## config.mk

```make
export PLATFORM = sky130hd
export DESIGN_NAME = line_packer
export DESIGN_NICKNAME = d
export VERILOG_FILES = /design/src/logic/fpu_dma_pkg.sv /design/src/logic/line_packer.sv
export SDC_FILE = /design/constraint.sdc
export NUM_CORES = 1
export LEC_CHECK = 0
export ABC_AREA = 1
export BUFFER_PORTS_ARGS = -buffer_cell sky130_fd_sc_hd__buf_2
export CAP_MARGIN = 15
export CORE_ASPECT_RATIO = 1.2
export CORE_MARGIN = 8
export CORE_UTILIZATION = 30
export CTS_CLUSTER_DIAMETER = 100
export DETAILED_ROUTE_END_ITERATION = 8
export PLACE_DENSITY = 0.48
export SLEW_MARGIN = 20
export SYNTH_ARGS = -nofsm -noshare
export SYNTH_HDL_FRONTEND = slang
export SYNTH_SLANG_ARGS = --single-unit
export TNS_END_PERCENT = 20
```

## constraint.sdc

```tcl
create_clock -name clk -period 1.4 [get_ports clk]
set_input_delay 0.14 -clock clk [delete_from_list [all_inputs] [get_ports clk]]
set_output_delay 0.14 -clock clk [all_outputs]
set_load 0.01 [all_outputs]
```

## src/logic/fpu_dma_pkg.sv

```systemverilog
`default_nettype none

package fpu_dma_pkg;

	localparam int line_bytes = 64;
	localparam int word_bytes = 8;
	localparam int words_per_line = 8;
	localparam int tile_rows = 4;
	localparam int row_lines = 2;
	localparam int row_bytes = row_lines * line_bytes;
	localparam int buf_bytes = tile_rows * row_bytes;
	localparam int buf_addr_w = $clog2(buf_bytes);
	localparam int addr_w = 32;

	localparam int byte_idx_w = $clog2(line_bytes);
	localparam int word_idx_w = $clog2(words_per_line);
	localparam int line_idx_w = $clog2(row_lines);
	localparam int row_idx_w = $clog2(tile_rows);

	// byte 0 and word 0 both sit at the top
	typedef union packed {
		logic [0:line_bytes-1][7:0] bytes;
		logic [0:words_per_line-1][word_bytes*8-1:0] words;
	} cache_line_u;

	typedef struct packed {
		logic read;
		logic write;
		logic [addr_w-1:0] base_addr;
		logic [addr_w-1:0] stride; // bytes between rows
		logic [1:0] lines; // lines per row
		logic [2:0] rows;
	} dma_cmd_t;

	typedef struct packed {
		logic request;
		logic rd_wr; // 1 = write
		logic [addr_w-1:0] address;
		logic [7:0] request_size; // in lines
		logic fpu_ready;
		cache_line_u write_data;
	} dram_req_t;

	typedef struct packed {
		logic dram_ready;
		logic request_done;
		cache_line_u read_data;
	} dram_rsp_t;

	typedef enum logic [3:0] {
		IDLE,
		START_READ_REQUEST,
		WAIT_DRAM_READY_READ,
		SAVE_DATA,
		SAVE_END,
		FPU_READY_READ,
		START_WRITE_REQUEST,
		LOAD_WRITE_DATA,
		LAST_SHIFT,
		WAIT_DRAM_READY_WRITE,
		SEND_WRITE_LINE,
		WAIT_DONE,
		UPDATE_ADDRESS
	} xfer_state_e;

endpackage

`default_nettype wire

```

## src/logic/line_packer.sv

```systemverilog
`default_nettype none

module line_packer import fpu_dma_pkg::*; (
	input wire clk,
	input wire rst_n,
	input wire shift_en,
	input wire clear,
	input wire [7:0] rd_byte,
	output cache_line_u line
);

	// oldest byte drifts up to byte 0 after a full line of shifts
	always_ff @(posedge clk or negedge rst_n) begin
		if (!rst_n) begin
			line <= '0;
		end else if (clear) begin
			line <= '0; // line handed to dram
		end else if (shift_en) begin
			line.bytes <= {line.bytes[1:line_bytes-1], rd_byte};
		end
	end

endmodule

`default_nettype wire

```

==> metrics.md <==
| Metric | Value |
|---|---|
| Outcome | `finished clean` |
| Endpoint type of the worst setup path | `output port` |
| Crit path to | `line[131]` |
| Most frequent cells after synthesis | `nand2_1, dfrtp_1, nand3_1` |
| Top cell type's share of synthesized area | `62.4%` |
| # rows | `105` |
| Global route total overflow | `0` |
| Yosys top cell by area | `dfrtp_1` |
| R2r worst-path depth | `3` |
| EDFF count, synth | `0` |
| Port-buffer cells | `523` |
| Residual DRC count | `0` |
| Worst-path cell chain | `buf_2` |
| WS Path Type | `flop to output port` |
| Clock sink count | `512` |
| DRT iter0 DRCs | `1202` |
| RSZ-0062 raised after global routing | `yes` |
| GRT Overall Usage | `17.7%` |
| Sw Share | `23.6%` |
| Max-cap check violation count | `0` |
| Register area share after synthesis | `62.4%` |
| Most area-consuming cells after synthesis | `dfrtp_1, nand2_1, nand3_1` |
| Slew margin rel. | `63.6%` |
| P per Cell Area | `1170 nW/um2` |
| DR vias | `17144` |
| Layout area overhead | `27.2%` |
| WP data arrival | `1200 ps` |
| NetSw | `0.00718 W` |
| Setup Total Neg Slack | `0 ps` |
| Post-Synthesis Cells | `2219` |
| Buffer depth of the longest clock path | `3` |
| Hold/Removal Path Class | `input pin to async pin` |
| Bufs and invs on worst path | `1` |
| DRT antenna net count | `0` |
| Crit path depth | `1` |
| Vias per cell | `4.66` |
| Post-Layout Cell Count | `3679` |
| Worst-path maximum fanout | `3` |
| CP startpoint | `line[131]$_DFFE_PN0P_` |
| Worst vdd rail ir drop | `0.000802 V` |
| Reg clk slew, reported paths | `60 ps` |
| Reg-to-reg endpoint | `line[273]$_DFFE_PN0P_` |
| Flop pwr share | `48.8%` |
| Initial core utilization | `30.2%` |
| Layout cells sized above 1 | `25.5%` |
| Power share of the clock group | `46.2%` |
| Dpl hpwl | `49300 um` |
| Register with the most flip-flops | `line` |
| Unique masters post-synth | `9` |
| Number of global-route vias before repair | `17323` |
| Post-synthesis area per instance | `9.25 um2` |
| Skew final | `27.6 ps` |
| Pre-Repair DR Iteration Count | `5` |
| RR Startpoint | `line[265]$_DFFE_PN0P_` |
| CTS tree | `built` |
| Post-Syn Area | `20500 um2` |
| WP data required | `1260 ps` |
| Final WL | `70300 um` |
| CP Launch Type | `flop` |
| Placed insts | `3560` |
| Initial antenna violation count | `1` |
| Period minus WS final | `1340 ps` |
| Placer Congestion | `0.809` |
| Clk Latency, worst-skew pair | `600 ps` |
| Final period util | `95.7%` |
| FF-to-FF setup slack | `530 ps` |
| Worst Max-Slew Pin Slew | `545 ps` |
| Die W | `255 um` |
| Net count after synthesis | `2231` |
| First-pass GRT wire length | `108000 um` |
| Hold Violations, Final | `0` |
| Most used DFF post-synth | `dfrtp_1` |
| Root buffer cell | `clkbuf_16` |
| Crit path max-delay cell type | `dfrtp_1` |
| H-tree depth | `2` |
| Cell internal pwr | `0.0233 W` |
| Ys Warns | `0` |
| Static Leak | `15.7 nW` |
| Fmax | `747 MHz` |
| Largest net degree at the start of global routing | `86` |
| Die H | `303 um` |
| Most common cell in the netlist | `nand2_1` |
| CP delay by family, top | `flip-flops` |
| Final Setup Violations | `0` |
| I/O pin cnt | `524` |
| Delay of the slowest critical-path stage | `430 ps` |
| Final Max Slew Viols | `0` |
| Top Registers | `line: 512 flops` |
| Wire length per cell | `19.1 um` |
| CTS buffer count | `54` |
| Logic pwr share | `5.0%` |
| Nets | `2739` |
| Core area | `68100 um2` |
| Largest register FFs | `512` |
| Ys async rst share | `100%` |
| #FFs+latches synth | `512` |
| Die area | `77100 um2` |
## cells in the final DEF (no fill, tap or decap), types with 14 or more instances in the layout
master,synthesis,layout
buf_12,0,36
buf_2,55,497
buf_4,53,53
buf_6,53,19
clkbuf_1,8,16
clkbuf_16,0,55
dfrtp_1,512,498
dfrtp_2,0,14
nand2_1,1024,1024
nand3_1,512,512
## per-layer routing
| layer | vias up | part of all wire [%] | global-route usage (%) |
|---|---|---|---|
| met2 | 518 | 48 | 29.0 |
| met1 | 8394 | 42 | 22.5 |
| li1 | 8135 | - | - |
| met3 | 97 | 8.0 | 5.23 |
| met4 | 0 | 2.6 | 4.76 |
| met5 | - | 0 | 0 |
## logic make-up (layout without fill, tap and decap cells)
group / Yosys count / after routing / share of synthesized area, %
other: 0 / 1 / 0
AND/OR/NAND/NOR: 1537 / 1537 / 31.3
buffers and inverters: 170 / 720 / 6.35
flip-flops: 512 / 512 / 62.4
## power by group through the flow
| stage | combinational, W | sequential (W) | clock (W) |
|---|---|---|---|
| after CTS | 0.00155 | 0.0148 | 0.0146 |
| final | 0.00152 | 0.0149 | 0.0141 |
| after floorplan | 0.000844 | 0.0151 | 0 |
| after global routing | 0.00167 | 0.0148 | 0.0152 |
| after global placement | 0.00150 | 0.0151 | 0 |
| after detailed placement | 0.00152 | 0.0151 | 0 |
## worst min-delay path by stage
stage | from | to | slack, ps | cells past startpoint
floorplan | rst_n | line[0]$_DFFE_PN0P_ | -160 | 0
global placement | rst_n | line[141]$_DFFE_PN0P_ | 50 | 1
detailed placement | rst_n | line[141]$_DFFE_PN0P_ | 60 | 1
CTS | rst_n | line[105]$_DFFE_PN0P_ | 0.5 | 2
global route | rst_n | line[134]$_DFFE_PN0P_ | 30 | 2
finish | rst_n | line[105]$_DFFE_PN0P_ | 40 | 2
## per-stage QoR
stage	cell area [um2]	util (%)	power [W]	setup slack, ps	hold slack, ps
after detailed placement	24100	35.3	0.0166	89.3	56.1
after CTS	26000	38.2	0.0310	-20.6	0.512
after global routing	26100	38.4	0.0317	-6.08	27.5
after floorplan	20500	-	0.0160	496	-156
final	26100	38.4	0.0304	60.6	43.7
after global placement	24100	35.3	0.0166	92.1	52.2
## layout make-up
cell class | count | area, um2
sequential | 512 | 12800
clock inverter | 15 | 134
fill | 7063 | 41900
tap | 909 | 1140
clock buffer | 83 | 1600
timing repair buffer | 621 | 3990
multi-input combinational | 1537 | 6420
antenna | 1 | 2.50
inverter | 1 | 11.3
## repair_timing
| item | 4_1_cts | 5_1_grt |
|---|---|---|
| resized for setup | 31 | 18 |
| hold endpoints to repair | 516 | 0 |
| hold buffers | 12 | 0 |
| setup endpoints to repair | 21 | 16 |
| setup buffers | 4 | 4 |
No activity file was read; power rests on OpenSTA's default activity.
