--- config.mk ---
export PLATFORM = sky130hd
export DESIGN_NAME = fpu_dma_counters
export DESIGN_NICKNAME = d
export VERILOG_FILES = /design/src/logic/fpu_dma_pkg.sv /design/src/logic/fpu_dma_counters.sv
export SDC_FILE = /design/constraint.sdc
export NUM_CORES = 1
export LEC_CHECK = 0
export BUFFER_PORTS_ARGS = -buffer_cell sky130_fd_sc_hd__buf_2
export CAP_MARGIN = 15
export CORE_MARGIN = 3
export CORE_UTILIZATION = 54
export DETAILED_ROUTE_END_ITERATION = 10
export PLACE_DENSITY_LB_ADDON = 0.12
export RECOVER_POWER = 100
export SKIP_CTS_REPAIR_TIMING = 1
export SLEW_MARGIN = 20
export SYNTH_ARGS = -nofsm -noshare
export SYNTH_HDL_FRONTEND = slang
export SYNTH_SLANG_ARGS = --single-unit
--- constraint.sdc ---
create_clock -name clk -period 3.1 [get_ports clk]
set_input_delay 0.465 -clock clk [delete_from_list [all_inputs] [get_ports clk]]
set_output_delay 0.465 -clock clk [all_outputs]
set_load 0.01 [all_outputs]
--- src/logic/fpu_dma_pkg.sv ---
`default_nettype none

package fpu_dma_pkg;

	localparam int line_bytes = 64;
	localparam int word_bytes = 8;
	localparam int words_per_line = 8;
	localparam int tile_rows = 4;
	localparam int row_lines = 2;
	localparam int row_bytes = row_lines * line_bytes;
	localparam int buf_bytes = tile_rows * row_bytes;
	localparam int buf_addr_w = $clog2(buf_bytes);
	localparam int addr_w = 32;

	localparam int byte_idx_w = $clog2(line_bytes);
	localparam int word_idx_w = $clog2(words_per_line);
	localparam int line_idx_w = $clog2(row_lines);
	localparam int row_idx_w = $clog2(tile_rows);

	// byte 0 and word 0 both sit at the top
	typedef union packed {
		logic [0:line_bytes-1][7:0] bytes;
		logic [0:words_per_line-1][word_bytes*8-1:0] words;
	} cache_line_u;

	typedef struct packed {
		logic read;
		logic write;
		logic [addr_w-1:0] base_addr;
		logic [addr_w-1:0] stride; // bytes between rows
		logic [1:0] lines; // lines per row
		logic [2:0] rows;
	} dma_cmd_t;

	typedef struct packed {
		logic request;
		logic rd_wr; // 1 = write
		logic [addr_w-1:0] address;
		logic [7:0] request_size; // in lines
		logic fpu_ready;
		cache_line_u write_data;
	} dram_req_t;

	typedef struct packed {
		logic dram_ready;
		logic request_done;
		cache_line_u read_data;
	} dram_rsp_t;

	typedef enum logic [3:0] {
		IDLE,
		START_READ_REQUEST,
		WAIT_DRAM_READY_READ,
		SAVE_DATA,
		SAVE_END,
		FPU_READY_READ,
		START_WRITE_REQUEST,
		LOAD_WRITE_DATA,
		LAST_SHIFT,
		WAIT_DRAM_READY_WRITE,
		SEND_WRITE_LINE,
		WAIT_DONE,
		UPDATE_ADDRESS
	} xfer_state_e;

endpackage

`default_nettype wire

--- src/logic/fpu_dma_counters.sv ---
`default_nettype none

module fpu_dma_counters import fpu_dma_pkg::*; (
	input wire clk,
	input wire rst_n,
	input wire start,
	input wire dma_cmd_t cmd,
	input wire xfer_state_e state,
	output logic [addr_w-1:0] address,
	output logic [7:0] request_size,
	output logic [buf_addr_w-1:0] buf_rd_addr,
	output logic [buf_addr_w-1:0] buf_wr_addr,
	output logic last_byte,
	output logic last_word,
	output logic last_line,
	output logic last_row
);

	dma_cmd_t cmd_q;
	logic [byte_idx_w-1:0] byte_cnt;
	logic [word_idx_w-1:0] word_cnt;
	logic [line_idx_w-1:0] line_cnt;
	logic [2:0] row_cnt;

	always_ff @(posedge clk or negedge rst_n) begin
		if (!rst_n) begin
			cmd_q <= '0;
			address <= '0;
			byte_cnt <= '0;
			word_cnt <= '0;
			line_cnt <= '0;
			row_cnt <= '0;
		end else begin
			case (state)
				IDLE: begin
					if (start) begin
						cmd_q <= cmd;
						address <= cmd.base_addr;
						row_cnt <= '0;
						byte_cnt <= '0;
						word_cnt <= '0;
					end
				end
				START_READ_REQUEST, START_WRITE_REQUEST: line_cnt <= '0;
				LOAD_WRITE_DATA: byte_cnt <= byte_cnt + 1'b1; // wraps per line
				SAVE_DATA: word_cnt <= word_cnt + 1'b1;
				FPU_READY_READ, SEND_WRITE_LINE: line_cnt <= line_cnt + 1'b1;
				UPDATE_ADDRESS: begin
					address <= address + cmd_q.stride;
					row_cnt <= row_cnt + 3'd1;
				end
				default: ;
			endcase
		end
	end

	// word address follows the unpacker's registered word by one cycle
	always_ff @(posedge clk) begin
		if (state == SAVE_DATA) begin
			buf_wr_addr <= {row_cnt[row_idx_w-1:0], line_cnt, word_cnt,
				{$clog2(word_bytes){1'b0}}};
		end
	end

	assign buf_rd_addr = {row_cnt[row_idx_w-1:0], line_cnt, byte_cnt};
	assign request_size = 8'(cmd_q.lines);

	assign last_byte = (byte_cnt == byte_idx_w'(line_bytes - 1));
	assign last_word = (word_cnt == word_idx_w'(words_per_line - 1));
	assign last_line = (2'(line_cnt) == cmd_q.lines - 2'd1);
	assign last_row = (row_cnt == cmd_q.rows - 3'd1);

	row_count_in_range: assert property (
		@(posedge clk) disable iff (!rst_n)
		(state != IDLE) |-> (row_cnt < cmd_q.rows)
	) else $error("row counter ran past the commanded row count");

endmodule

`default_nettype wire

==> results_dict.tcl <==
set metrics [dict create \
    status "complete, but fails checks" \
    violations "max-capacitance violations, max-slew violations" \
    post-route-util 0.635 \
    crit_fanout 4 \
    critPathMostFrequentCell "a21oi_1" \
    relSlewSlack -0.383 \
    clock_path_buffers 2 \
    grt_pass1_wl_mm 22.3 \
    grt_setup_unrepaired "no" \
    place_ws_ns 0.262 \
    tritoncts "done" \
    dp_cells 911 \
    final_area_um2 6350 \
    placementRows 36 \
    ctsRootBufferMaster "clkbuf_8" \
    die_h_um 108 \
    synth_xor_area_frac 0.0557 \
    crit_chain "ha_1, fa_1, a21oi_1, o22ai_1, o211a_4, a21oi_1, o21ai_1, a211oi_1, xor2_1, o21ai_0" \
    antenna_left 0 \
    fin_skew_ns 0.00945 \
    setup_viol 0 \
    end_kind "flip-flop" \
    core_area_um2 10000 \
    clkTransAtPathRegs_ns 0.09 \
    arrival_ns 3.11 \
    crit_path_top_delay_cell "dfrtp_1" \
    multi_input_area_um2 3120 \
    fillers 936 \
    grt_usage 0.239 \
    vias_per_cell 5.42 \
    fin_nets 904 \
    antenna_found_initial 0 \
    syn_area_per_cell_um2 8.27 \
    synth-edff-count 6 \
    hp-class "primary input to flip-flop" \
    numCtsBuffers 9 \
    vdd_ir_drop_max_mv 0.550 \
    reg2reg_slack_ns 0.25 \
    worst_pin_slew_ns 2.07 \
    cp_top_family "compound AO/OA/AOI/OAI gates" \
    place_area_um2 6310 \
    rr_endpoint "address[24]" \
    synth-main-ff-cell "dfrtp_1" \
    synth_top_family_by_area "simple AND/OR/NAND/NOR gates" \
    vias 5025 \
    remaining_drc_errors 0 \
    drv_slew 83 \
    drv_cap 1 \
    antenna_cells 0 \
    fin_crit_sh 0.920 \
    async_reset_ff_frac 0.932 \
    min_period_ns 2.85 \
    seq_area_frac_synth 0.395 \
    synthDistinctLibCells 63 \
    area_growth_pct 12.3 \
    cts.sinks 88 \
    timing.rr.start "address[0]" \
    overflow 0 \
    grt_max_degree 83 \
    wl_per_cell_um 14.5 \
    path_buf_inv 0 \
    initial_core_util 0.566 \
    synthCells 684 \
    required_ns 3.36 \
    hpwl_mm 10.0 \
    tns_ns 0 \
    drt_iter0_drc 192 \
    fmax_ghz 0.351 \
    gp_congestion 0.863 \
    synth_compound_gate_area_share 0.163 \
    firstDrtPassIters 4 \
    first_global_vias 4877 \
    synthSimpleGateAreaFrac 0.241 \
    fin_ws_ns 0.247 \
    slowest_delay_ns 0.41 \
    ys_warn_count 0 \
    ys_seq_elements 88 \
    fin_cells 927 \
    start_kind "flip-flop" \
    dieArea_um2 11700 \
    p_leak_nw 3.23 \
    synth_mux_area_frac 0.00885 \
    p_per_area_nw_per_um2 872 \
    die_w_um 108 \
    boundaryPins 140 \
    io_buffers 128 \
    htreeDepth 3 \
    final_layout_size_suffix_gt1_frac 0.136 \
    insertion_delay_ns 0.38 \
    regArea_um2 2230 \
    reg2regPathDepth 10 \
    min_to "cmd_q[35]" \
    hold_violations 0 \
    crit_type "flip-flop to flip-flop" \
    syn-cell-area_um2 5660 \
    worstHoldStart "cmd[35]" \
    worstHoldPathCells 3 \
    synthAdderAreaFrac 0.0832 \
    wl_mm 13.4 \
]
## sequential cells by signal, summed over array words and instances, names as in the netlist
name and flops:
byte_cnt 6, row_cnt 3, buf_wr_addr 6, request_size 2
address 32, word_cnt 3, line_cnt 1, cmd_q 35
## kinds of logic after synthesis
kind of cell	count (synthesis)
other cells	1
fa+ha+maj	37
compound gates	137
simple gates	321
flops	88
buf+inv	59
mux	5
xor+xnor	36
## worst reg2reg max path, stage by stage (launching register included)
cell      delay (ns)
dfrtp_1         0.41
ha_1            0.25
fa_1            0.40
a21oi_1         0.22
o22ai_1         0.17
o211a_4         0.30
a21oi_1         0.26
o21ai_1         0.16
a211oi_1        0.32
xor2_1          0.17
o21ai_0         0.08
## worst max-delay path by stage
stage,endpoint,start,cells after the start,slack [ns]
floorplan,address[24],address[0],10,0.52
global placement,address[24],address[0],10,0.37
detailed placement,address[24],address[0],10,0.26
CTS,address[24],address[0],10,0.25
global route,address[24],address[0],10,0.06
finish,address[24],address[0],10,0.25
## area by class of cell
cell class	count	area share
flip-flops and latches	88	0.351
inverters	11	0.00650
well taps	133	0.0262
multi-input cells	545	0.491
clock inverters	6	0.00945
clock buffers	10	0.0201
repair buffers	134	0.0953
## metal layers
layer  up-vias  track usage  wire [um]
li1       2506            -          -
met1      2366        0.303       6000
met2       137        0.405       6490
met3        16       0.0627        749
met4         0       0.0640        159
met5         -            0          0
## where the power goes
part | leakage, nW | total [mW] | internal (mW) | switching (mW)
logic | 2.06 | 2.93 | 1.23 | 1.70
clock network | 0.0920 | 0.792 | 0.368 | 0.423
registers | 1.08 | 1.82 | 1.51 | 0.313
## cells in the mapped netlist (all sizes together) (11+ instances only)
library cell	number	share of area
nand2	225	0.15
dfrtp	82	0.36
buf	25	0.030
inv	11	0.0073
o21ai	41	0.037
xor2	15	0.023
clkbuf	23	0.015
a21o	21	0.028
ha	36	0.080
nor2	33	0.022
xnor2	21	0.033
a31oi	15	0.017
nand3	18	0.017
a21oi	35	0.036
## cell usage in the layout, fill, tap and decap left out, drive strengths merged, types with 3 or more instances in the layout
| master | synthesis | layout |
|---|---|---|
| nand2 | 225 | 225 |
| dfrtp | 82 | 82 |
| buf | 25 | 75 |
| clkbuf | 23 | 69 |
| o21ai | 41 | 41 |
| ha | 36 | 36 |
| a21oi | 35 | 35 |
| nor2 | 33 | 33 |
| xnor2 | 21 | 21 |
| a21o | 21 | 21 |
| nand3 | 18 | 18 |
| xor2 | 15 | 15 |
| a31oi | 15 | 15 |
| inv | 11 | 11 |
| conb | 1 | 9 |
| nand4 | 7 | 7 |
| and3 | 6 | 6 |
| edfxtp | 6 | 6 |
| nor3 | 6 | 6 |
| nor2b | 5 | 5 |
| mux2i | 5 | 5 |
| nand2b | 4 | 4 |
| nand3b | 3 | 3 |
| o21a | 3 | 3 |
| o22ai | 3 | 3 |
| clkinv | 0 | 3 |
| and2 | 3 | 3 |
## stage by stage
stage / hold WS, ns / total power [mW]
after detailed placement: 0.470 / 4.87
after floorplan: 0.169 / 4.14
final: 0.275 / 5.54
after CTS: 0.252 / 5.68
after global placement: 0.462 / 4.78
after global routing: 0.255 / 6.02
Power figures use the tool's default switching activity.
