## config.mk

```make
export PLATFORM = sky130hd
export DESIGN_NAME = fpu_dma_fsm
export DESIGN_NICKNAME = d
export VERILOG_FILES = /design/src/logic/fpu_dma_pkg.sv /design/src/logic/fpu_dma_fsm.sv
export SDC_FILE = /design/constraint.sdc
export NUM_CORES = 1
export LEC_CHECK = 0
export BUFFER_PORTS_ARGS = -buffer_cell sky130_fd_sc_hd__buf_2
export CAP_MARGIN = 20
export CELL_PAD_IN_SITES_DETAIL_PLACEMENT = 0
export CELL_PAD_IN_SITES_GLOBAL_PLACEMENT = 1
export CORE_AREA = 10 10 227 229
export DETAILED_ROUTE_END_ITERATION = 7
export DIE_AREA = 0 0 237 239
export GPL_TIMING_DRIVEN = 0
export PLACE_DENSITY = 0.67
export SYNTH_ARGS = -nofsm -noshare
export SYNTH_HDL_FRONTEND = slang
export SYNTH_SLANG_ARGS = --single-unit
```

## constraint.sdc

```tcl
create_clock -name clk -period 1.63 [get_ports clk]
set_input_delay 0.326 -clock clk [delete_from_list [all_inputs] [get_ports clk]]
set_output_delay 0.326 -clock clk [all_outputs]
set_load 0.01 [all_outputs]
```

## src/logic/fpu_dma_pkg.sv

```systemverilog
`default_nettype none

package fpu_dma_pkg;

	localparam int line_bytes = 64;
	localparam int word_bytes = 8;
	localparam int words_per_line = 8;
	localparam int tile_rows = 4;
	localparam int row_lines = 2;
	localparam int row_bytes = row_lines * line_bytes;
	localparam int buf_bytes = tile_rows * row_bytes;
	localparam int buf_addr_w = $clog2(buf_bytes);
	localparam int addr_w = 32;

	localparam int byte_idx_w = $clog2(line_bytes);
	localparam int word_idx_w = $clog2(words_per_line);
	localparam int line_idx_w = $clog2(row_lines);
	localparam int row_idx_w = $clog2(tile_rows);

	// byte 0 and word 0 both sit at the top
	typedef union packed {
		logic [0:line_bytes-1][7:0] bytes;
		logic [0:words_per_line-1][word_bytes*8-1:0] words;
	} cache_line_u;

	typedef struct packed {
		logic read;
		logic write;
		logic [addr_w-1:0] base_addr;
		logic [addr_w-1:0] stride; // bytes between rows
		logic [1:0] lines; // lines per row
		logic [2:0] rows;
	} dma_cmd_t;

	typedef struct packed {
		logic request;
		logic rd_wr; // 1 = write
		logic [addr_w-1:0] address;
		logic [7:0] request_size; // in lines
		logic fpu_ready;
		cache_line_u write_data;
	} dram_req_t;

	typedef struct packed {
		logic dram_ready;
		logic request_done;
		cache_line_u read_data;
	} dram_rsp_t;

	typedef enum logic [3:0] {
		IDLE,
		START_READ_REQUEST,
		WAIT_DRAM_READY_READ,
		SAVE_DATA,
		SAVE_END,
		FPU_READY_READ,
		START_WRITE_REQUEST,
		LOAD_WRITE_DATA,
		LAST_SHIFT,
		WAIT_DRAM_READY_WRITE,
		SEND_WRITE_LINE,
		WAIT_DONE,
		UPDATE_ADDRESS
	} xfer_state_e;

endpackage

`default_nettype wire

```

## src/logic/fpu_dma_fsm.sv

```systemverilog
`default_nettype none

module fpu_dma_fsm import fpu_dma_pkg::*; (
	input wire clk,
	input wire rst_n,
	input wire start,
	input wire dma_cmd_t cmd,
	input wire dram_rsp_t rsp,
	input wire last_byte,
	input wire last_word,
	input wire last_line,
	input wire last_row,
	output xfer_state_e state,
	output logic busy,
	output logic req_pulse,
	output logic rd_wr,
	output logic fpu_ready,
	output logic shift_en,
	output logic load,
	output logic emit_en
);

	xfer_state_e next;

	always_ff @(posedge clk or negedge rst_n) begin
		if (!rst_n) begin
			state <= IDLE;
		end else begin
			state <= next;
		end
	end

	always_comb begin
		next = state;
		case (state)
			IDLE: begin
				if (start && cmd.write) begin
					next = START_WRITE_REQUEST;
				end else if (start && cmd.read) begin
					next = START_READ_REQUEST;
				end
			end

			START_READ_REQUEST: next = WAIT_DRAM_READY_READ;

			WAIT_DRAM_READY_READ: begin
				if (rsp.dram_ready) begin
					next = SAVE_DATA; // line captured this cycle
				end
			end

			SAVE_DATA: begin
				if (last_word) begin
					next = SAVE_END;
				end
			end

			SAVE_END: next = FPU_READY_READ; // last word lands here

			FPU_READY_READ: next = last_line ? WAIT_DONE : WAIT_DRAM_READY_READ;

			START_WRITE_REQUEST: next = LOAD_WRITE_DATA;

			LOAD_WRITE_DATA: begin
				if (last_byte) begin
					next = LAST_SHIFT;
				end
			end

			LAST_SHIFT: next = WAIT_DRAM_READY_WRITE;

			WAIT_DRAM_READY_WRITE: begin
				if (rsp.dram_ready) begin
					next = SEND_WRITE_LINE;
				end
			end

			SEND_WRITE_LINE: next = last_line ? WAIT_DONE : LOAD_WRITE_DATA;

			WAIT_DONE: begin
				if (rsp.request_done) begin
					next = last_row ? IDLE : UPDATE_ADDRESS;
				end
			end

			UPDATE_ADDRESS: next = rd_wr ? START_WRITE_REQUEST : START_READ_REQUEST;

			default: next = IDLE;
		endcase
	end

	// sample the line on the very cycle dram_ready is seen
	assign load = (state == WAIT_DRAM_READY_READ) && rsp.dram_ready;

	always_ff @(posedge clk or negedge rst_n) begin
		if (!rst_n) begin
			busy <= 1'b0;
			req_pulse <= 1'b0;
			rd_wr <= 1'b0;
			fpu_ready <= 1'b0;
			shift_en <= 1'b0;
			emit_en <= 1'b0;
		end else begin
			busy <= (next != IDLE);
			req_pulse <= (next == START_READ_REQUEST) || (next == START_WRITE_REQUEST);
			fpu_ready <= (next == SEND_WRITE_LINE) || (next == FPU_READY_READ);
			// first load cycle only addresses, shifting starts one later
			shift_en <= (next == LAST_SHIFT) ||
				((next == LOAD_WRITE_DATA) && (state == LOAD_WRITE_DATA));
			emit_en <= (next == SAVE_DATA);
			if ((state == IDLE) && (next != IDLE)) begin
				rd_wr <= (next == START_WRITE_REQUEST); // held for whole command
			end
		end
	end

	// dram must keep ready up until the line handshake
	fpu_ready_needs_dram_ready: assert property (
		@(posedge clk) disable iff (!rst_n)
		fpu_ready |-> rsp.dram_ready
	) else $error("fpu_ready asserted while dram_ready low");

endmodule

`default_nettype wire

```

==> reports/metrics.yaml <==
status: "complete, but fails checks"
violations: "negative setup slack"
synthTopCellsByArea: "dfrtp_1, nor2_1, inv_1"
grt_pass1_wl_mm: 5.12
fill_cells: 5571
synth-edff-count: 0
crit_type: "flop to flop"
grt_usage_pct: 1.34
vias: 703
finalCritPeriodShare_pct: 111
maxCapViolCount: 0
p_leak_nw: 0.483
final.min_clock_period_ns: 1.82
synth_area_um2: 659
fp.dieH_um: 239
dominantRegCellSynth: "dfrtp_1"
h-tree-depth: 1
cts_tree: "done"
post-dp-hpwl_mm: 3.29
grt_busiest_layer: "met2"
switching_share_pct: 39.9
synthArstFlopShare_pct: 100
core-area_um2: 47100
synth.largest_area_cell: "dfrtp_1"
pwr-share-clk_pct: 19.4
crit_arrival_ns: 1.95
drc: 0
synth-seq-cells: 10
clk_pin_slew_ns: 0.04
yosys.area.top_type_share_pct: 38.0
overflow: 0
fmax_mhz: 551
cts_buffers: 3
seq_area_um2: 255
grt_util_met1_pct: 1.60
num_rows: 80
slew_headroom_pct: 68.1
finalHoldViolations: 0
p_sw_w: 0.000976
fin_nets: 701
ys_seq_area_share_pct: 38.0
yosys_warnings: 0
use_met2_pct: 2.03
gr-usage-met3_pct: 0.919
worst_pin_slew_ns: 0.477
grt_max_degree: 11
grt_setup_unrepaired: "true"
routabilityCongestion: 0.644
postPlaceCellArea_um2: 1530
dr.pass1.iters: 7
io_pins: 603
synthToLayoutAreaGrowth_pct: 166
cp-startpoint: "state[3]"
multi_input_area_um2: 394
dieArea_um2: 56600
syn_inst: 73
clk_path_buf_depth: 2
cts_root_buf: "clkbuf_16"
cts_num_sinks: 10
skew_ns: 0.00131
wl_mm: 3.79
drt_iter0_markers: 23
initial_core_util_pct: 1.40
p_int_w: 0.00147
path_max_fanout: 7
powerDensity_nw_per_um2: 1390
p_total_w: 0.00244
die_x_um: 237
startpoint_type: "flop"
antenna-diode-count: 0
final_util_pct: 3.72
min_path_type: "input pin to flop"
worst_slack_ns: -0.186
grt_antenna_before_repair: 1
postRouteAntennaNets: 0
setup-violations-final: 5
reg2reg_from: "state[3]"
irDropWorstVdd_mv: 0.365
syn_nets: 665
viasPerCell: 0.972
yosysUniqueCellTypes: 37
seqPwrFrac_pct: 20.1
worstPathRequired_ns: 1.77
slew_viol_final: 0
p_comb_share_pct: 60.5
hold_start: "cmd[69]"
synth.avg_cell_area_um2: 9.03
io_buffers: 21
drive_above_1_share_pct: 48.1
grt_pass1_vias: 724
design_area_um2: 1750
clk_latency_ns: 0.23
wl_per_cell_um: 5.24
crit_path_end_kind: "flop"
[worst paths after layout]
path,to,slack (ns),depth (start not counted)
setup / recovery,req_pulse,-0.19,6
hold / removal,rd_wr,0.41,3
setup reg to reg,req_pulse,-0.19,6
hold reg to reg,rd_wr,0.60,2
max in group asynchronous,state[2],0.87,2
min in group asynchronous,fpu_ready,0.55,2
[metal layers]
metal,vias up,part of all wire [%]
met5,-,0.34
met4,2,0
met3,2,8.6
met2,22,45
met1,338,46
li1,339,-
[flip-flops by register name, indices dropped and copies added, names as in the netlist]
| name | count |
|---|---|
| state | 4 |
| busy | 1 |
| emit_en | 1 |
| fpu_ready | 1 |
| rd_wr | 1 |
| req_pulse | 1 |
| shift_en | 1 |
[per-stage QoR]
stage | setup TNS [ns] | worst slack [ns] | std cells | hold WS, ns
finish | -0.632 | -0.186 | 723 | 0.411
global route | -1.19 | -0.279 | 723 | 0.439
floorplan | -0.171 | -0.171 | 73 | 0.0304
CTS | -0.624 | -0.218 | 721 | 0.386
global placement | -1.33 | -0.398 | 709 | 0.194
detailed placement | -1.27 | -0.381 | 709 | 0.196
[cell families (layout without fill, tap and decap cells)]
family                 Yosys count  after routing  synth area share [%]
AOI/OAI and AO/OA               17             17                  20.3
buffers and inverters            8             43                  6.07
DFF                             10             10                  38.0
and+or+nand+nor                 38             38                  35.7
[cell usage in the layout (no fill, tap or decap), types with 3 or more instances in the layout]
| cell | synthesis | routed |
|---|---|---|
| buf_6 | 1 | 3 |
| buf_2 | 2 | 20 |
| dfrtp_2 | 0 | 4 |
| clkbuf_16 | 0 | 3 |
| dfrtp_1 | 10 | 6 |
| nand2_1 | 4 | 4 |
| buf_4 | 0 | 9 |
| nor2_1 | 10 | 9 |
| inv_1 | 5 | 5 |
[final cells by class]
class                   instances  share of cell area (%)
repair buffers                 31                    10.8
well taps                     615                    43.9
plain buffers                   3                    2.14
multi-input cells              55                    22.5
inverters                       5                    1.07
clock buffers                   4                    5.07
flip-flops and latches         10                    14.6
[power by group through the flow]
| stage | Sequential, W | Combinational, W | Clock (W) |
|---|---|---|---|
| after floorplan | 0.000486 | 0.000753 | 0 |
| after global placement | 0.000539 | 0.00113 | 0 |
| after detailed placement | 0.000537 | 0.00112 | 0 |
| after CTS | 0.000494 | 0.00138 | 0.000485 |
| after global routing | 0.000516 | 0.00162 | 0.000498 |
| final | 0.000491 | 0.00148 | 0.000474 |
[cells in the mapped netlist (2+ instances only)]
master and n:
dfrtp_1 10, nor2_1 10, o211ai_1 2, or2_1 2, a21oi_1 2, inv_1 5
nand2_1 4, and2_1 2, buf_2 2, nand4_1 2, nor3b_1 2, o21ai_0 3
nand3_1 2, nor2b_1 2
[what timing repair did]
item,CTS,global route
pin swaps,2,2
hold endpoints to repair,10,0
buffers inserted,7,2
endpoints found under the setup margin,6,6
hold buffers,1,0
gates resized for setup,13,5
[worst max-delay path: stages (launching register included)]
cell      delay (ns)
dfrtp_2         0.39
buf_8           0.13
nand3b_1        0.12
o21ai_2         0.06
a211o_1         0.32
or4b_4          0.49
o32ai_2         0.20
No activity file was read; power rests on OpenSTA's default activity.
